--- config.mk ---
export PLATFORM = sky130hd
export DESIGN_NAME = mcu_link_top
export DESIGN_NICKNAME = d
export VERILOG_FILES = /design/src/logic/mcu_link_pkg.sv /design/src/logic/byte_lane_port.sv /design/src/logic/cen_divider.sv /design/src/logic/dma_edge_irq.sv /design/src/logic/link_ctrl.sv /design/src/logic/mcu_link_top.sv
export SDC_FILE = /design/constraint.sdc
export NUM_CORES = 1
export LEC_CHECK = 0
export ABC_AREA = 1
export BUFFER_PORTS_ARGS = -buffer_cell sky130_fd_sc_hd__buf_2
export CORE_AREA = 5 5 81 139
export CTS_BUF_LIST = sky130_fd_sc_hd__clkbuf_4 sky130_fd_sc_hd__clkbuf_8
export DETAILED_ROUTE_END_ITERATION = 7
export DIE_AREA = 0 0 86 144
export PLACE_DENSITY = 0.79
export SLEW_MARGIN = 30
export SYNTH_ARGS = -nofsm -noshare
export SYNTH_HDL_FRONTEND = slang
export SYNTH_HIERARCHICAL = 1
export SYNTH_SLANG_ARGS = --single-unit
--- constraint.sdc ---
create_clock -name clk -period 3.4 [get_ports clk]
set_input_delay 0.68 -clock clk [delete_from_list [all_inputs] [get_ports clk]]
set_output_delay 0.68 -clock clk [all_outputs]
set_load 0.01 [all_outputs]
--- src/logic/mcu_link_pkg.sv ---
/*
 * Checksum coprocessor shared types
 * Bus widths, APB register map, pacing constant, bus structs and FSM states
 */
`default_nettype none

package mcu_link_pkg;

    // Main bus addressing and data
    typedef logic [15:0] byte_addr_t;
    typedef logic [14:0] word_addr_t;
    typedef logic [7:0]  data8_t;
    typedef logic [15:0] data16_t;

    // Block length in bytes, 1 to 255
    typedef logic [7:0]  len_t;
    typedef logic [3:0]  apb_addr_t;

    // Bus accesses are paced like a slow MCU core
    localparam int CEN_PERIOD = 6;
    localparam int CEN_CNT_W  = $clog2(CEN_PERIOD);

    // APB register offsets
    localparam apb_addr_t REG_BASE   = 4'd0;
    localparam apb_addr_t REG_LEN    = 4'd4;
    localparam apb_addr_t REG_STATUS = 4'd8;
    localparam apb_addr_t REG_RESULT = 4'd12;

    // Single byte access from the controller to the lane port
    typedef struct packed {
        logic       acc;
        logic       wr;
        byte_addr_t addr;
        data8_t     wdata;
    } mem_req_t;

    // One-cycle completion with the selected read byte
    typedef struct packed {
        logic   done;
        data8_t rdata;
    } mem_rsp_t;

    typedef struct packed {
        logic        psel;
        logic        penable;
        logic        pwrite;
        apb_addr_t   paddr;
        logic [31:0] pwdata;
    } apb_req_t;

    typedef struct packed {
        logic [31:0] prdata;
        logic        pready;
        logic        pslverr;
    } apb_rsp_t;

    typedef enum logic [2:0] {IDLE, REQ, READ, WRITE, DONE} link_state_t;

endpackage

`default_nettype wire

--- src/logic/byte_lane_port.sv ---
/*
 * Byte view of the 16-bit main RAM bus
 * One byte access at a time, lane picked by address bit 0, waits for ram_ok
 */
`timescale 1ns/1ps
`default_nettype none

module byte_lane_port (
    input  logic                  clk,
    input  logic                  rst_cpu,
    input  mcu_link_pkg::mem_req_t req_i,
    output mcu_link_pkg::mem_rsp_t rsp_o,
    output mcu_link_pkg::word_addr_t ram_addr_o,
    output logic                  ram_ds_o,
    output logic                  ram_wr_o,
    output logic                  ram_acc_o,
    output mcu_link_pkg::data8_t   ram_dout_o,
    input  mcu_link_pkg::data16_t  ram_din_i,
    input  logic                  ram_ok_i
);
    import mcu_link_pkg::*;

    byte_addr_t addr_q;
    data8_t     wdata_q;
    data8_t     rdata_q;
    logic       done_q;
    logic       accept;

    // Idle and not in the response cycle
    assign accept = req_i.acc && !ram_acc_o && !done_q;

    // Bus control
    always_ff @(posedge clk or posedge rst_cpu) begin
        if (rst_cpu) begin
            ram_acc_o <= 1'b0;
            ram_wr_o  <= 1'b0;
            done_q    <= 1'b0;
        end else begin
            done_q <= 1'b0;
            if (accept) begin
                ram_acc_o <= 1'b1;
                ram_wr_o  <= req_i.wr;
            end else if (ram_acc_o && ram_ok_i) begin
                ram_acc_o <= 1'b0;
                ram_wr_o  <= 1'b0;
                done_q    <= 1'b1;
            end
        end
    end

    // Access payload, loaded once per accepted request
    always_ff @(posedge clk) begin
        if (accept) begin
            addr_q  <= req_i.addr;
            wdata_q <= req_i.wdata;
        end
        // Even byte sits on the upper lane
        if (ram_acc_o && ram_ok_i) begin
            rdata_q <= addr_q[0] ? ram_din_i[7:0] : ram_din_i[15:8];
        end
    end

    assign ram_addr_o = addr_q[15:1];
    assign ram_ds_o   = addr_q[0];
    assign ram_dout_o = wdata_q;
    assign rsp_o      = '{done: done_q, rdata: rdata_q};

    // Address must hold through RAM stalls
    a_addr_stable: assert property (@(posedge clk) disable iff (rst_cpu)
        (ram_acc_o && !ram_ok_i) |=> $stable(ram_addr_o));

endmodule

`default_nettype wire

--- src/logic/cen_divider.sv ---
/*
 * Access clock enable, one pulse every CEN_PERIOD clocks
 */
`timescale 1ns/1ps
`default_nettype none

module cen_divider (
    input  logic clk,
    input  logic rst_cpu,
    output logic cen_o
);
    import mcu_link_pkg::*;

    logic [CEN_CNT_W-1:0] cnt;

    // Free running, wraps at CEN_PERIOD-1
    always_ff @(posedge clk or posedge rst_cpu) begin
        if (rst_cpu) begin
            cnt   <= '0;
            cen_o <= 1'b0;
        end else if (cnt == CEN_CNT_W'(CEN_PERIOD - 1)) begin
            cnt   <= '0;
            cen_o <= 1'b1;
        end else begin
            cnt   <= cnt + 1'b1;
            cen_o <= 1'b0;
        end
    end

    // Enable must stay a single-cycle strobe
    a_cen_pulse: assert property (@(posedge clk) disable iff (rst_cpu) cen_o |=> !cen_o);

endmodule

`default_nettype wire

--- src/logic/dma_edge_irq.sv ---
/*
 * Job request latch on the end of the main CPU DMA phase
 * Synchronizes dma_on_n, catches its rising edge, holds until cleared
 */
`timescale 1ns/1ps
`default_nettype none

module dma_edge_irq (
    input  logic clk,
    input  logic rst_cpu,
    input  logic dma_on_n_i,
    input  logic busy_i,
    input  logic job_clr_i,
    output logic job_req_o
);
    logic dma_s1;
    logic dma_s2;
    logic dma_last;
    logic dma_rise;

    // DMA off is the idle level, so no false edge out of reset
    always_ff @(posedge clk or posedge rst_cpu) begin
        if (rst_cpu) begin
            dma_s1   <= 1'b1;
            dma_s2   <= 1'b1;
            dma_last <= 1'b1;
        end else begin
            dma_s1   <= dma_on_n_i;
            dma_s2   <= dma_s1;
            dma_last <= dma_s2;
        end
    end

    // Main CPU leaves its DMA phase
    assign dma_rise = dma_s2 && !dma_last;

    always_ff @(posedge clk or posedge rst_cpu) begin
        if (rst_cpu) begin
            job_req_o <= 1'b0;
        end else if (job_clr_i) begin
            // Clear wins over a new edge
            job_req_o <= 1'b0;
        end else if (dma_rise && !busy_i) begin
            job_req_o <= 1'b1;
        end
    end

    // Edges during a running job are dropped
    a_no_req_busy: assert property (@(posedge clk) disable iff (rst_cpu)
        $rose(job_req_o) |-> !busy_i);

endmodule

`default_nettype wire

--- src/logic/link_ctrl.sv ---
/*
 * APB registers and checksum job FSM
 * Reads BASE..BASE+LEN-1, writes the byte sum at BASE+LEN
 */
`timescale 1ns/1ps
`default_nettype none

module link_ctrl (
    input  logic                   clk,
    input  logic                   rst_cpu,
    input  logic                   cen_i,
    input  mcu_link_pkg::apb_req_t apb_i,
    output mcu_link_pkg::apb_rsp_t apb_o,
    input  logic                   job_req_i,
    output logic                   job_clr_o,
    output logic                   busy_o,
    output logic                   bus_req_n_o,
    output mcu_link_pkg::mem_req_t mem_req_o,
    input  mcu_link_pkg::mem_rsp_t mem_rsp_i
);
    import mcu_link_pkg::*;

    link_state_t state;
    byte_addr_t  base_q;
    len_t        len_q;
    data8_t      result_q;
    data8_t      sum_q;
    len_t        cnt_q;
    logic        done_q;
    logic        pend_q;
    logic        apb_acc;
    logic        mapped;
    logic        last_byte;

    assign busy_o    = (state != IDLE);
    assign job_clr_o = (state == DONE);
    assign last_byte = (cnt_q == len_t'(len_q - 8'd1));

    // APB decode, zero wait states
    assign apb_acc = apb_i.psel && apb_i.penable;
    always_comb begin
        mapped       = 1'b1;
        apb_o.prdata = '0;
        case (apb_i.paddr)
            REG_BASE:   apb_o.prdata = {16'd0, base_q};
            REG_LEN:    apb_o.prdata = {24'd0, len_q};
            REG_STATUS: apb_o.prdata = {30'd0, done_q, busy_o};
            REG_RESULT: apb_o.prdata = {24'd0, result_q};
            default:    mapped = 1'b0;
        endcase
        apb_o.pready  = 1'b1;
        apb_o.pslverr = apb_acc && !mapped;
    end

    // Byte request, held by pend_q once taken
    always_comb begin
        mem_req_o.acc   = ((state == READ) || (state == WRITE)) && (pend_q || cen_i);
        mem_req_o.wr    = (state == WRITE);
        mem_req_o.wdata = sum_q;
        if (state == WRITE) begin
            mem_req_o.addr = byte_addr_t'(base_q + byte_addr_t'(len_q));
        end else begin
            mem_req_o.addr = byte_addr_t'(base_q + byte_addr_t'(cnt_q));
        end
    end

    always_ff @(posedge clk or posedge rst_cpu) begin
        if (rst_cpu) begin
            state       <= IDLE;
            base_q      <= '0;
            len_q       <= '0;
            result_q    <= '0;
            done_q      <= 1'b0;
            pend_q      <= 1'b0;
            bus_req_n_o <= 1'b1;
        end else begin
            // Register writes, config locked while busy
            if (apb_acc && apb_i.pwrite) begin
                if (apb_i.paddr == REG_BASE && !busy_o) begin
                    base_q <= apb_i.pwdata[15:0];
                end
                if (apb_i.paddr == REG_LEN && !busy_o) begin
                    len_q <= apb_i.pwdata[7:0];
                end
                if (apb_i.paddr == REG_STATUS && apb_i.pwdata[1]) begin
                    done_q <= 1'b0;
                end
            end
            if (mem_req_o.acc && !pend_q) begin
                pend_q <= 1'b1;
            end else if (mem_rsp_i.done) begin
                pend_q <= 1'b0;
            end
            case (state)
                IDLE: begin
                    if (job_req_i) begin
                        bus_req_n_o <= 1'b0;
                        state       <= REQ;
                    end
                end
                REQ:  state <= READ;
                READ: begin
                    if (mem_rsp_i.done && last_byte) begin
                        state <= WRITE;
                    end
                end
                WRITE: begin
                    if (mem_rsp_i.done) begin
                        state <= DONE;
                    end
                end
                DONE: begin
                    // Status set beats a same-cycle clear
                    done_q      <= 1'b1;
                    result_q    <= sum_q;
                    bus_req_n_o <= 1'b1;
                    state       <= IDLE;
                end
                default: state <= IDLE;
            endcase
        end
    end

    // Running sum and byte index
    always_ff @(posedge clk) begin
        if (state == REQ) begin
            sum_q <= '0;
            cnt_q <= '0;
        end else if (state == READ && mem_rsp_i.done) begin
            sum_q <= data8_t'(sum_q + mem_rsp_i.rdata);
            cnt_q <= len_t'(cnt_q + 8'd1);
        end
    end

    // No RAM traffic without owning the bus
    a_acc_bus: assert property (@(posedge clk) disable iff (rst_cpu)
        mem_req_o.acc |-> !bus_req_n_o);

endmodule

`default_nettype wire

--- src/logic/mcu_link_top.sv ---
/*
 * Checksum coprocessor top level
 */
`timescale 1ns/1ps
`default_nettype none

module mcu_link_top (
    input  logic                     clk,
    input  logic                     rst_cpu,
    input  mcu_link_pkg::apb_req_t   apb_i,
    output mcu_link_pkg::apb_rsp_t   apb_o,
    input  logic                     dma_on_n_i,
    output logic                     bus_req_n_o,
    output mcu_link_pkg::word_addr_t ram_addr_o,
    output logic                     ram_ds_o,
    output logic                     ram_wr_o,
    output logic                     ram_acc_o,
    output mcu_link_pkg::data8_t     ram_dout_o,
    input  mcu_link_pkg::data16_t    ram_din_i,
    input  logic                     ram_ok_i
);
    import mcu_link_pkg::*;

    logic     cen;
    logic     job_req;
    logic     job_clr;
    logic     busy;
    mem_req_t mem_req;
    mem_rsp_t mem_rsp;

    // Access pacing
    cen_divider u_cen (
        .clk     (clk),
        .rst_cpu (rst_cpu),
        .cen_o   (cen)
    );

    // Job trigger from the main CPU
    dma_edge_irq u_irq (
        .clk        (clk),
        .rst_cpu    (rst_cpu),
        .dma_on_n_i (dma_on_n_i),
        .busy_i     (busy),
        .job_clr_i  (job_clr),
        .job_req_o  (job_req)
    );

    byte_lane_port u_port (
        .clk        (clk),
        .rst_cpu    (rst_cpu),
        .req_i      (mem_req),
        .rsp_o      (mem_rsp),
        .ram_addr_o (ram_addr_o),
        .ram_ds_o   (ram_ds_o),
        .ram_wr_o   (ram_wr_o),
        .ram_acc_o  (ram_acc_o),
        .ram_dout_o (ram_dout_o),
        .ram_din_i  (ram_din_i),
        .ram_ok_i   (ram_ok_i)
    );

    link_ctrl u_ctrl (
        .clk         (clk),
        .rst_cpu     (rst_cpu),
        .cen_i       (cen),
        .apb_i       (apb_i),
        .apb_o       (apb_o),
        .job_req_i   (job_req),
        .job_clr_o   (job_clr),
        .busy_o      (busy),
        .bus_req_n_o (bus_req_n_o),
        .mem_req_o   (mem_req),
        .mem_rsp_i   (mem_rsp)
    );

endmodule

`default_nettype wire

==> metrics.csv, run 1 <==
stage;metric;value;unit
sta;fin_skew;0.0114;ns
final_layout;antenna_cells;0;
synthesis;syn-cell-area;5340;µm²
clock_tree;cts_buffers;9;
global_routing;grt_max_degree;33;
placed_design;dpl-instance-area;5810;µm²
power;clkPwrFrac;19.9;%
routing;first_iter_violations;212;
clock_tree;cts_tree;yes;
synthesis;yosysUniqueCellTypes;43;
final_layout;nFillCells;899;
floorplan;num_io_pins;120;
power;internal_power;2.41;mW
floorplan;fp.dieArea;12400;µm²
clock_tree;root_buffer;clkbuf_8;
setup_path;worstPathRequired;3.54;ns
clock_tree;cts_sinks;97;
sta;period_share;85.9;%
power;comb_power_share;35.2;%
routing;vias;4442;
synthesis;synth_compound_area_share;12.0;%
global_routing;grt_pass1_vias;4323;
clock_tree;cts-resized-gates;0;
setup_path;rr_worst_depth;13;
final_layout;finalNonFillerCells;860;
synthesis;ys_warn_count;6;
routing;route.detailed.drc;0;
sta;hold_viol_final;0;
setup_path;cp-end-kind;flop;
final_layout;final-seq-area;2510;µm²
clock_tree;h-tree-depth;3;
synthesis;syn_inst;640;
floorplan;rows;49;
synthesis;synth_top_family_by_area;simple AND/OR/NAND/NOR gates;
floorplan;start_util;52.8;%
sta;fin_setup_tns;0;ns
synthesis;seq_area_frac_synth;47.0;%
clock_tree;clk_path_buf_depth;2;
sta;maxSlewHeadroom;45.0;%
global_routing;grt_pass1_wl;20500;µm
global_routing;gr-usage-all-layers;21.5;%
placed_design;placed_cells;844;
final_layout;num-nets-final;806;
placed_design;place_congestion;0.930;
sta;setup-violations-final;0;
routing;dr.pass1.iters;4;
power;power.density;657;nW/µm²
clock_tree;post_cts_buffers;0;
synthesis;synth-simple-area-share;20.3;%
placed_design;port_buffers;86;
sta;holdWs;0.185;ns
power;power;3.96;mW
routing;routedWlPerCell;14.8;µm
synthesis;muxShareOfSynthArea;0;%
sta;drv_slew;0;
setup_path;worst_ep_arrival_time;3.05;ns
synthesis;yosys.area_share.xor_xnor;3.44;%
clock_tree;clk_pin_slew_worst_paths;0.10;ns
final_layout;multiInputGateArea;2220;µm²
sta;rsz0062_at_grt;false;
outcome;run_status;finished clean;
global_routing;antenna_found_initial;0;
synthesis;async_reset_ff_share;50.5;%
power;p_leak;3.12;nW
floorplan;dieHeight;144;µm
routing;vias_per_cell;5.17;
clock_tree;hold_buffers;0;
final_layout;syn_to_final_growth;12.8;%
floorplan;die_x;86;µm
sta;fin_crit;2.92;ns
power;switching_power;1.55;mW
setup_path;start_kind;flop;
clock_tree;clock_latency;0.38;ns
synthesis;synth_fa_ha_area_share;4.73;%
placed_design;dp_hpwl;10200;µm
routing;antenna_left;0;
synthesis;avgSynthCellArea;8.35;µm²
synthesis;synth-main-ff-cell;dfrtp_1;
floorplan;core_area;10100;µm²
power;vdd_drop_max;357;µV
setup_path;worstSetupPathType;reg -> reg;
routing;routed_wl;12700;µm
flow_run;maxCapViolations;0;
synthesis;synth_seq_cells;97;
power;p_seq_share;44.9;%
global_routing;overflow;0;
power;p_sw_share;39.1;%
setup_path;crit_fanout;5;
synthesis;synth_edf_count;32;
final_layout;drive_above_1_share;19.1;%
final_layout;stdcell_area;6020;µm²
min_path;hold_path.class;in -> async;
sta;fmax;343;MHz
sta;max_slew.worst_pin.slew;0.819;ns
[kinds of logic (layout without fill, tap and decap cells)]
| kind of cell | after synthesis | after routing |
|---|---|---|
| other cells | 2 | 17 |
| flops | 97 | 97 |
| buf+inv | 149 | 227 |
| compound gates | 110 | 110 |
| xor+xnor | 21 | 21 |
| fa+ha+maj | 19 | 19 |
| simple gates | 242 | 242 |
[power by group through the flow]
| stage | sequential, mW | combinational, mW | clock [mW] |
|---|---|---|---|
| global placement | 1.79 | 1.33 | 0 |
| global route | 1.82 | 1.58 | 0.845 |
| detailed placement | 1.80 | 1.39 | 0 |
| CTS | 1.78 | 1.40 | 0.805 |
| finish | 1.78 | 1.39 | 0.788 |
| floorplan | 1.79 | 0.984 | 0 |
[flip-flops by register name, summed over array words and instances, names as in the netlist]
| signal | flops |
|---|---|
| u_port/ram_dout_o | 8 |
| u_cen/cen_o | 1 |
| u_cen/cnt | 3 |
| u_port/rdata_q | 8 |
| u_ctrl/sum_q | 8 |
| u_ctrl/state | 3 |
| u_ctrl/done_q | 1 |
| u_irq/dma_s2 | 1 |
| u_port/addr_q | 16 |
| u_ctrl/pend_q | 1 |
| u_ctrl/cnt_q | 8 |
| u_ctrl/bus_req_n_o | 1 |
| u_ctrl/base_q | 16 |
| u_irq/job_req_o | 1 |
| u_ctrl/result_q | 8 |
| u_irq/dma_s1 | 1 |
| u_port/done_q | 1 |
| u_irq/dma_last | 1 |
| u_port/ram_wr_o | 1 |
| u_port/ram_acc_o | 1 |
| u_ctrl/len_q | 8 |
[worst paths after layout]
check,start,endpoint,slack [ns]
setup / recovery,u_ctrl/state[1],u_port/addr_q[10],0.48
hold / removal,rst_cpu,u_port/ram_acc_o,0.18
setup reg to reg,u_ctrl/state[1],u_port/addr_q[10],0.48
hold reg to reg,u_irq/dma_s1,u_irq/dma_s2,0.37
max in group asynchronous,rst_cpu,u_ctrl/len_q[4],2.45
min in group clk,u_irq/dma_s1,u_irq/dma_s2,0.37
[critical path: stages (launching register included)]
cell and delay (ns):
dfrtp_1 0.43, inv_1 0.11, nor3_2 0.36, nand2_1 0.09
o21ai_0 0.09, ha_1 0.22, inv_1 0.06, fa_1 0.40
nand3b_1 0.17, nand2_1 0.15, a21oi_1 0.13, o21bai_1 0.23
nand2_1 0.10, xor2_1 0.14
[cells in the final DEF (no fill, tap or decap), types with 3 or more instances in the layout]
master    netlist  routed
nand2_1       140     140
inv_1         117     115
buf_2           5      86
dfrtp_1        45      45
o21ai_0        45      45
nor2_1         39      39
edfxtp_1       32      32
a21oi_1        31      31
nand3_1        27      27
ha_1           17      17
conb_1          2      17
dfxtp_1        16      16
xor2_1         15      15
nand4_1        11      11
clkbuf_8        0       9
o21ai_2         8       8
o221ai_1        7       7
nor3_1          6       6
xnor2_1         6       6
o21ai_1         5       5
buf_4          20       5
inv_2           3       4
a21o_1          4       4
dfstp_2         4       4
nor2_4          3       3
nand3_2         3       3
o21bai_1        3       3
[through the flow]
| step | utilization [%] | setup slack (ns) |
|---|---|---|
| after floorplan | - | 0.818 |
| after global placement | 57.5 | 0.610 |
| after detailed placement | 57.5 | 0.527 |
| after CTS | 59.6 | 0.491 |
| after global routing | 59.6 | 0.273 |
| final | 59.6 | 0.481 |
[layer usage]
metal	global-route usage, %	vias to the layer above	share of wire [%]
met1	22.2	2072	36
met5	0	-	0
met2	39.9	129	54
li1	-	2201	-
met3	4.56	40	5.8
met4	11.7	0	4.6
[layout make-up]
cell class | instances | share of cell area, %
flip-flops and latches | 97 | 41.7
multi-input cells | 409 | 36.9
repair buffers | 91 | 7.77
inverters | 120 | 7.48
well taps | 127 | 2.64
clock buffers | 9 | 2.06
clock inverters | 7 | 1.45
[cells in the mapped netlist, types with 3 or more instances]
cell / number / share of area [%]
xor2_1: 15 / 2.5
o21bai_1: 3 / 0.42
edfxtp_1: 32 / 18
nand3_1: 27 / 2.5
inv_2: 3 / 0.21
buf_2: 5 / 0.47
dfrtp_1: 45 / 21
dfstp_2: 4 / 2.0
xnor2_1: 6 / 0.98
nor2_1: 39 / 2.7
o221ai_1: 7 / 1.1
nand2_1: 140 / 9.8
a21o_1: 4 / 0.56
nor2_4: 3 / 0.63
nand3_2: 3 / 0.56
o21ai_0: 45 / 4.2
dfxtp_1: 16 / 6.0
ha_1: 17 / 4.0
o21ai_2: 8 / 1.3
nor3_1: 6 / 0.56
buf_6: 3 / 0.63
buf_4: 20 / 2.8
o21ai_1: 5 / 0.47
inv_1: 117 / 8.2
a21oi_1: 31 / 2.9
nand4_1: 11 / 1.3
No activity file was read; power rests on OpenSTA's default activity.
==> run 2: changes to the inputs <==
Settings changed: CORE_AREA 5 5 81 139 to 5 5 76 148, DIE_AREA 0 0 86 144 to 0 0 81 153.
==> metrics.csv, run 2 (same netlist as run 1, synthesis figures left out) <==
stage;metric;value;unit;change
global_routing;overflow;0;;unchanged
clock_tree;clk_pin_slew_worst_paths;0.09;ns;about the same
routing;antenna_left;0;;unchanged
setup_path;start_kind;flop;;
sta;hold_viol_final;0;;unchanged
final_layout;syn_to_final_growth;12.9;%;
setup_path;worstSetupPathType;reg -> reg;;
clock_tree;cts_tree;yes;;
global_routing;grt_pass1_wl;21400;µm;+4.4%
placed_design;dpl-instance-area;5820;µm²;+0.17%
final_layout;stdcell_area;6030;µm²;+0.15%
sta;fin_crit;3.01;ns;+0.0875 ns
sta;rsz0062_at_grt;false;;
clock_tree;clk_path_buf_depth;2;;unchanged
floorplan;die_x;81;µm;-5.8%
routing;vias_per_cell;5.15;;-0.27%
setup_path;cp-end-kind;flop;;
placed_design;dp_hpwl;10500;µm;+3.1%
setup_path;worst_ep_arrival_time;3.12;ns;+0.07 ns
floorplan;core_area;10000;µm²;-0.95%
sta;setup_ws;0.393;ns;-0.0875 ns
clock_tree;clock_latency;0.36;ns;-0.02 ns
global_routing;grt_max_degree;39;;+18%
placed_design;dp_slack;0.511;ns;-0.0164 ns
sta;period_share;88.4;%;+2.6 points
global_routing;grt_pass1_vias;4687;;+8.4%
clock_tree;post_cts_buffers;0;;unchanged
final_layout;finalNonFillerCells;868;;+0.93%
sta;drv_slew;0;;unchanged
final_layout;num-nets-final;806;;unchanged
final_layout;drive_above_1_share;19.1;%;unchanged
floorplan;num_io_pins;120;;unchanged
routing;dr.pass1.iters;5;;+1
final_layout;final_cell_mix;140 x nand2_1, 116 x inv_1, 86 x buf_2;;
clock_tree;root_buffer;clkbuf_8;;
floorplan;dieHeight;153;µm;+6.3%
clock_tree;h-tree-depth;3;;unchanged
final_layout;layout_commonest_cell;nand2_1;;
clock_tree;hold_buffers;0;;unchanged
routing;routed_wl;13200;µm;+4.0%
floorplan;fp.dieArea;12400;µm²;about the same
clock_tree;cts_sinks;97;;unchanged
setup_path;worstPathRequired;3.51;ns;-0.03 ns
flow_run;maxCapViolations;0;;unchanged
floorplan;start_util;53.3;%;+0.51 points
placed_design;placed_cells;852;;+0.95%
power;p_leak;3.14;nW;+0.37%
sta;setup-violations-final;0;;unchanged
placed_design;place_congestion;0.980;;+5.4%
outcome;run_status;finished clean;;
clock_tree;cts_buffers;9;;unchanged
min_path;hold_path.class;in -> async;;
final_layout;antenna_cells;0;;unchanged
sta;fin_setup_tns;0;ns;unchanged
placed_design;port_buffers;86;;unchanged
power;power.density;663;nW/µm²;+0.83%
clock_tree;cts-resized-gates;0;;unchanged
routing;vias;4471;;+0.65%
floorplan;rows;52;;+6.1%
final_layout;reg_top3;u_ctrl/base_q (16), u_port/addr_q (16);;
power;power;4.00;mW;+0.98%
global_routing;antenna_found_initial;0;;unchanged
sta;fin_skew;0.0131;ns;+0.00167 ns
routing;route.detailed.drc;0;;unchanged
setup_path;crit_fanout;5;;unchanged
routing;first_iter_violations;224;;+5.7%
sta;fmax;333;MHz;-2.9%
sta;max_slew.worst_pin.slew;0.845;ns;+0.0256 ns
sta;maxSlewHeadroom;43.2;%;-1.8 points
power;vdd_drop_max;409;µV;+14%
routing;routedWlPerCell;15.2;µm;+3.0%
global_routing;gr-usage-all-layers;22.3;%;+0.79 points
## run 2: worst paths after layout
kind	to	slack, ns	from	cells past startpoint
setup / recovery	u_port/addr_q[10]	0.39	u_ctrl/state[1]	13
hold / removal	u_port/ram_wr_o	0.20	rst_cpu	2
setup reg to reg	u_port/addr_q[10]	0.39	u_ctrl/state[1]	13
hold reg to reg	u_irq/dma_s2	0.36	u_irq/dma_s1	0
max in group asynchronous	u_ctrl/result_q[5]	2.57	rst_cpu	3
min in group clk	u_irq/dma_s2	0.36	u_irq/dma_s1	0
## run 2: power by group
group	leakage (nW)	switching (mW)	internal, mW	total [mW]
Sequential	1.02	0.218	1.57	1.79
Combinational	2.01	0.933	0.498	1.43
Clock	0.106	0.392	0.390	0.783
## run 2: cell type report
cell class,instances,area (µm²)
clock buffer,12,159
clock inverter,4,51.3
fill,940,3990
inverter,120,450
multi-input combinational,409,2220
sequential,97,2510
tap,135,169
timing repair buffer,91,468
## run 2: metrics by stage
step                      util (%)  hold WS, ns
after detailed placement      58.1        0.350
after floorplan                  -        0.345
final                         60.2        0.200
after global placement        58.1        0.346
after CTS                     60.2        0.190
after global routing          60.2        0.191
## run 2: routing by layer
metal	share of wire, %	wire (µm)	global-route usage (%)	up-vias
met5	0	0	0	-
met4	5.1	670	13.1	0
met3	5.4	715	3.77	36
met2	55	7320	42.3	149
met1	34	4530	21.2	2097
li1	-	-	-	2189
## run 2: critical path: stages, from the launching register on
cell and delay (ns):
dfrtp_1 0.44, inv_1 0.12, nor3_2 0.34, nand2_1 0.09
o21ai_0 0.11, ha_1 0.21, inv_1 0.06, fa_1 0.43
nand3b_1 0.21, nand2_1 0.17, a21oi_1 0.13, o21bai_1 0.21
nand2_1 0.09, xor2_1 0.15
==> run 3: changes to the inputs <==
Settings changed: ABC_AREA 1 to default, CORE_AREA 5 5 76 148 to 5 5 76 147, DIE_AREA 0 0 81 153 to 0 0 81 152.
==> metrics.csv, run 3 <==
stage;metric;value;unit;change
global_routing;grt_pass1_wl;18600;µm;-13%
sta;maxSlewHeadroom;64.4;%;+21 points
clock_tree;hold_buffers;0;;unchanged
sta;hold_viol_final;0;;unchanged
clock_tree;cts_sinks;97;;unchanged
routing;dr.pass1.iters;4;;-1
routing;vias;3775;;-16%
synthesis;syn_inst;465;;-27%
synthesis;seq_area_frac_synth;47.7;%;+0.64 points
global_routing;grt-busiest-layer;met2;;
final_layout;drive_above_1_share;31.9;%;+13 points
global_routing;met1_usage;18.4;%;-2.9 points
synthesis;avgSynthCellArea;11.3;µm²;+36%
synthesis;synth_area_leader_cell;dfrtp_1;;
sta;drv_slew;0;;unchanged
floorplan;num_io_pins;120;;unchanged
setup_path;worstPathRequired;3.53;ns;+0.02 ns
clock_tree;clock_latency;0.37;ns;about the same
routing;antenna_left;0;;unchanged
placed_design;dp_slack;0.284;ns;-0.227 ns
final_layout;antenna_cells;0;;unchanged
global_routing;gr-usage-met3;3.73;%;-0.037 points
global_routing;gr-usage-all-layers;19.7;%;-2.6 points
sta;fmax;309;MHz;-7.0%
sta;max_slew.worst_pin.slew;0.530;ns;-0.315 ns
final_layout;final_cell_mix;86 x buf_2, 45 x dfrtp_1, 35 x mux2_2;;
placed_design;port_buffers;86;;unchanged
clock_tree;post_cts_buffers;0;;unchanged
routing;vias_per_cell;5.50;;+6.8%
global_routing;antenna_found_initial;0;;unchanged
synthesis;ys_warn_count;6;;unchanged
placed_design;place_congestion;0.914;;-6.7%
clock_tree;cts_tree;yes;;
sta;fin_skew;0.00577;ns;-0.00734 ns
clock_tree;cts_buffers;9;;unchanged
floorplan;core_area;10000;µm²;unchanged
sta;fin_crit;3.23;ns;+0.227 ns
routing;routed_wl;11600;µm;-12%
final_layout;reg_top3;u_ctrl/base_q (16), u_port/addr_q (16);;
power;power.density;694;nW/µm²;+4.7%
setup_path;crit_fanout;9;;+4
global_routing;grt_use_met2;38.3;%;-4.0 points
sta;setup_ws;0.166;ns;-0.227 ns
synthesis;async_reset_ff_share;50.5;%;unchanged
power;p_leak;2.88;nW;-8.0%
floorplan;start_util;52.6;%;-0.71 points
floorplan;die_x;81;µm;unchanged
setup_path;cp-end-kind;flop;;
routing;route.detailed.drc;0;;unchanged
setup_path;worst_ep_arrival_time;3.36;ns;+0.24 ns
synthesis;synth_most_common_cell;dfrtp_1;;
power;power;4.14;mW;+3.5%
setup_path;worstSetupPathType;reg -> reg;;
clock_tree;root_buffer;clkbuf_8;;
global_routing;overflow;0;;unchanged
floorplan;fp.dieArea;12300;µm²;-0.65%
sta;rsz0062_at_grt;false;;
clock_tree;clk_pin_slew_worst_paths;0.10;ns;about the same
synthesis;synth_edf_count;32;;unchanged
routing;first_iter_violations;215;;-4.0%
clock_tree;cts-resized-gates;0;;unchanged
sta;fin_setup_tns;0;ns;unchanged
synthesis;yosys-top-cells-area;dfrtp_1 21%, edfxtp_1 18%, mux2_2 7.5%;;
min_path;hold_path.class;in -> async;;
flow_run;maxCapViolations;0;;unchanged
power;vdd_drop_max;408;µV;-0.14%
final_layout;num-nets-final;624;;-23%
floorplan;dieHeight;152;µm;-0.65%
placed_design;dp_hpwl;9060;µm;-14%
clock_tree;clk_path_buf_depth;2;;unchanged
outcome;run_status;finished clean;;
final_layout;multiInputGateArea;2490;µm²;+12%
synthesis;yosysUniqueCellTypes;66;;+53%
sta;setup-violations-final;0;;unchanged
final_layout;nFillCells;878;;-6.6%
final_layout;syn_to_final_growth;13.1;%;
synthesis;syn-cell-area;5270;µm²;-1.3%
final_layout;final-seq-area;2510;µm²;unchanged
final_layout;layout_commonest_cell;buf_2;;
routing;routedWlPerCell;16.9;µm;+11%
setup_path;start_kind;flop;;
synthesis;synth_seq_cells;97;;unchanged
clock_tree;h-tree-depth;3;;unchanged
sta;period_share;95.1;%;+6.7 points
global_routing;grt_max_degree;39;;unchanged
synthesis;synth_top_cell_area_share;21.4;%;+0.29 points
synthesis;synth-main-ff-cell;dfrtp_1;;
floorplan;rows;52;;unchanged
global_routing;grt_pass1_vias;3950;;-16%
synthesis;synth_common_cells;45 x dfrtp_1, 35 x mux2_2, 35 x nor2_1;;
-- run 3: changes by cell type in the layout (fill, tap and decap cells not counted), sizes merged, moves of 7 or more --
cell / before / now
o221ai: 7 / 0
nand2: 143 / 21
o21ai: 58 / 18
nor4: 1 / 8
mux2: 0 / 53
a211oi: 0 / 8
inv: 121 / 25
nor2: 44 / 36
and3: 0 / 14
nand3: 30 / 5
nand4: 12 / 3
a21oi: 32 / 19
-- run 3: metal layers --
metal / wire, µm / vias up / part of all wire, %
met3: 578 / 30 / 5.0
met2: 6750 / 116 / 58
met1: 3850 / 1834 / 33
met4: 426 / 0 / 3.7
met5: 0 / - / 0
li1: - / 1795 / -
-- run 3: worst max-delay path, stage by stage (launching register included) --
cell	delay, ns
dfrtp_1	0.48
nor2b_1	0.22
nand2_1	0.29
o21ai_0	0.29
ha_1	0.23
inv_1	0.06
fa_1	0.41
nor2b_1	0.21
o31a_1	0.22
o2111ai_1	0.25
a21oi_1	0.24
xor2_1	0.09
-- run 3: logic make-up after synthesis --
family / Yosys count / share of synthesized area (%)
AOI/OAI and AO/OA: 79 / 9.76
xor gates and xnor gates: 25 / 4.15
adders and majority gates: 19 / 4.79
buffers and inverters: 60 / 6.22
DFF: 97 / 47.7
muxes: 57 / 13.9
other: 2 / 0.142
and+or+nand+nor: 126 / 13.4
-- run 3: path summary, 6_finish.rpt --
kind / from / end / slack [ns] / cells after the start
setup / recovery: u_ctrl/state[1] / u_port/addr_q[12] / 0.17 / 11
max in group asynchronous: rst_cpu / u_ctrl/len_q[1] / 2.59 / 3
hold / removal: rst_cpu / u_port/ram_wr_o / 0.19 / 2
min in group clk: u_irq/dma_s2 / u_irq/dma_last / 0.37 / 0
setup reg to reg: u_ctrl/state[1] / u_port/addr_q[12] / 0.17 / 11
hold reg to reg: u_irq/dma_s2 / u_irq/dma_last / 0.37 / 0
-- run 3: through the flow --
step	hold WS [ns]	instance area, µm²	std cells	utilization, %
floorplan	0.345	5330	480	-
global placement	0.347	5740	670	57.3
detailed placement	0.355	5740	670	57.3
CTS	0.180	5960	686	59.5
global route	0.196	5960	686	59.5
finish	0.195	5960	686	59.5
-- run 3: power breakdown --
part / internal (mW) / switching [mW]
Combinational: 0.652 / 0.746
Sequential: 1.62 / 0.282
Clock: 0.423 / 0.418
Total: 2.69 / 1.45
-- run 3: cell type report --
type                    count  area share [%]
clock inverters             7            1.70
repair buffers             93            8.10
flip-flops and latches     97            42.1
clock buffers               9            2.08
multi-input cells         323            41.8
well taps                 135            2.83
inverters                  22            1.39
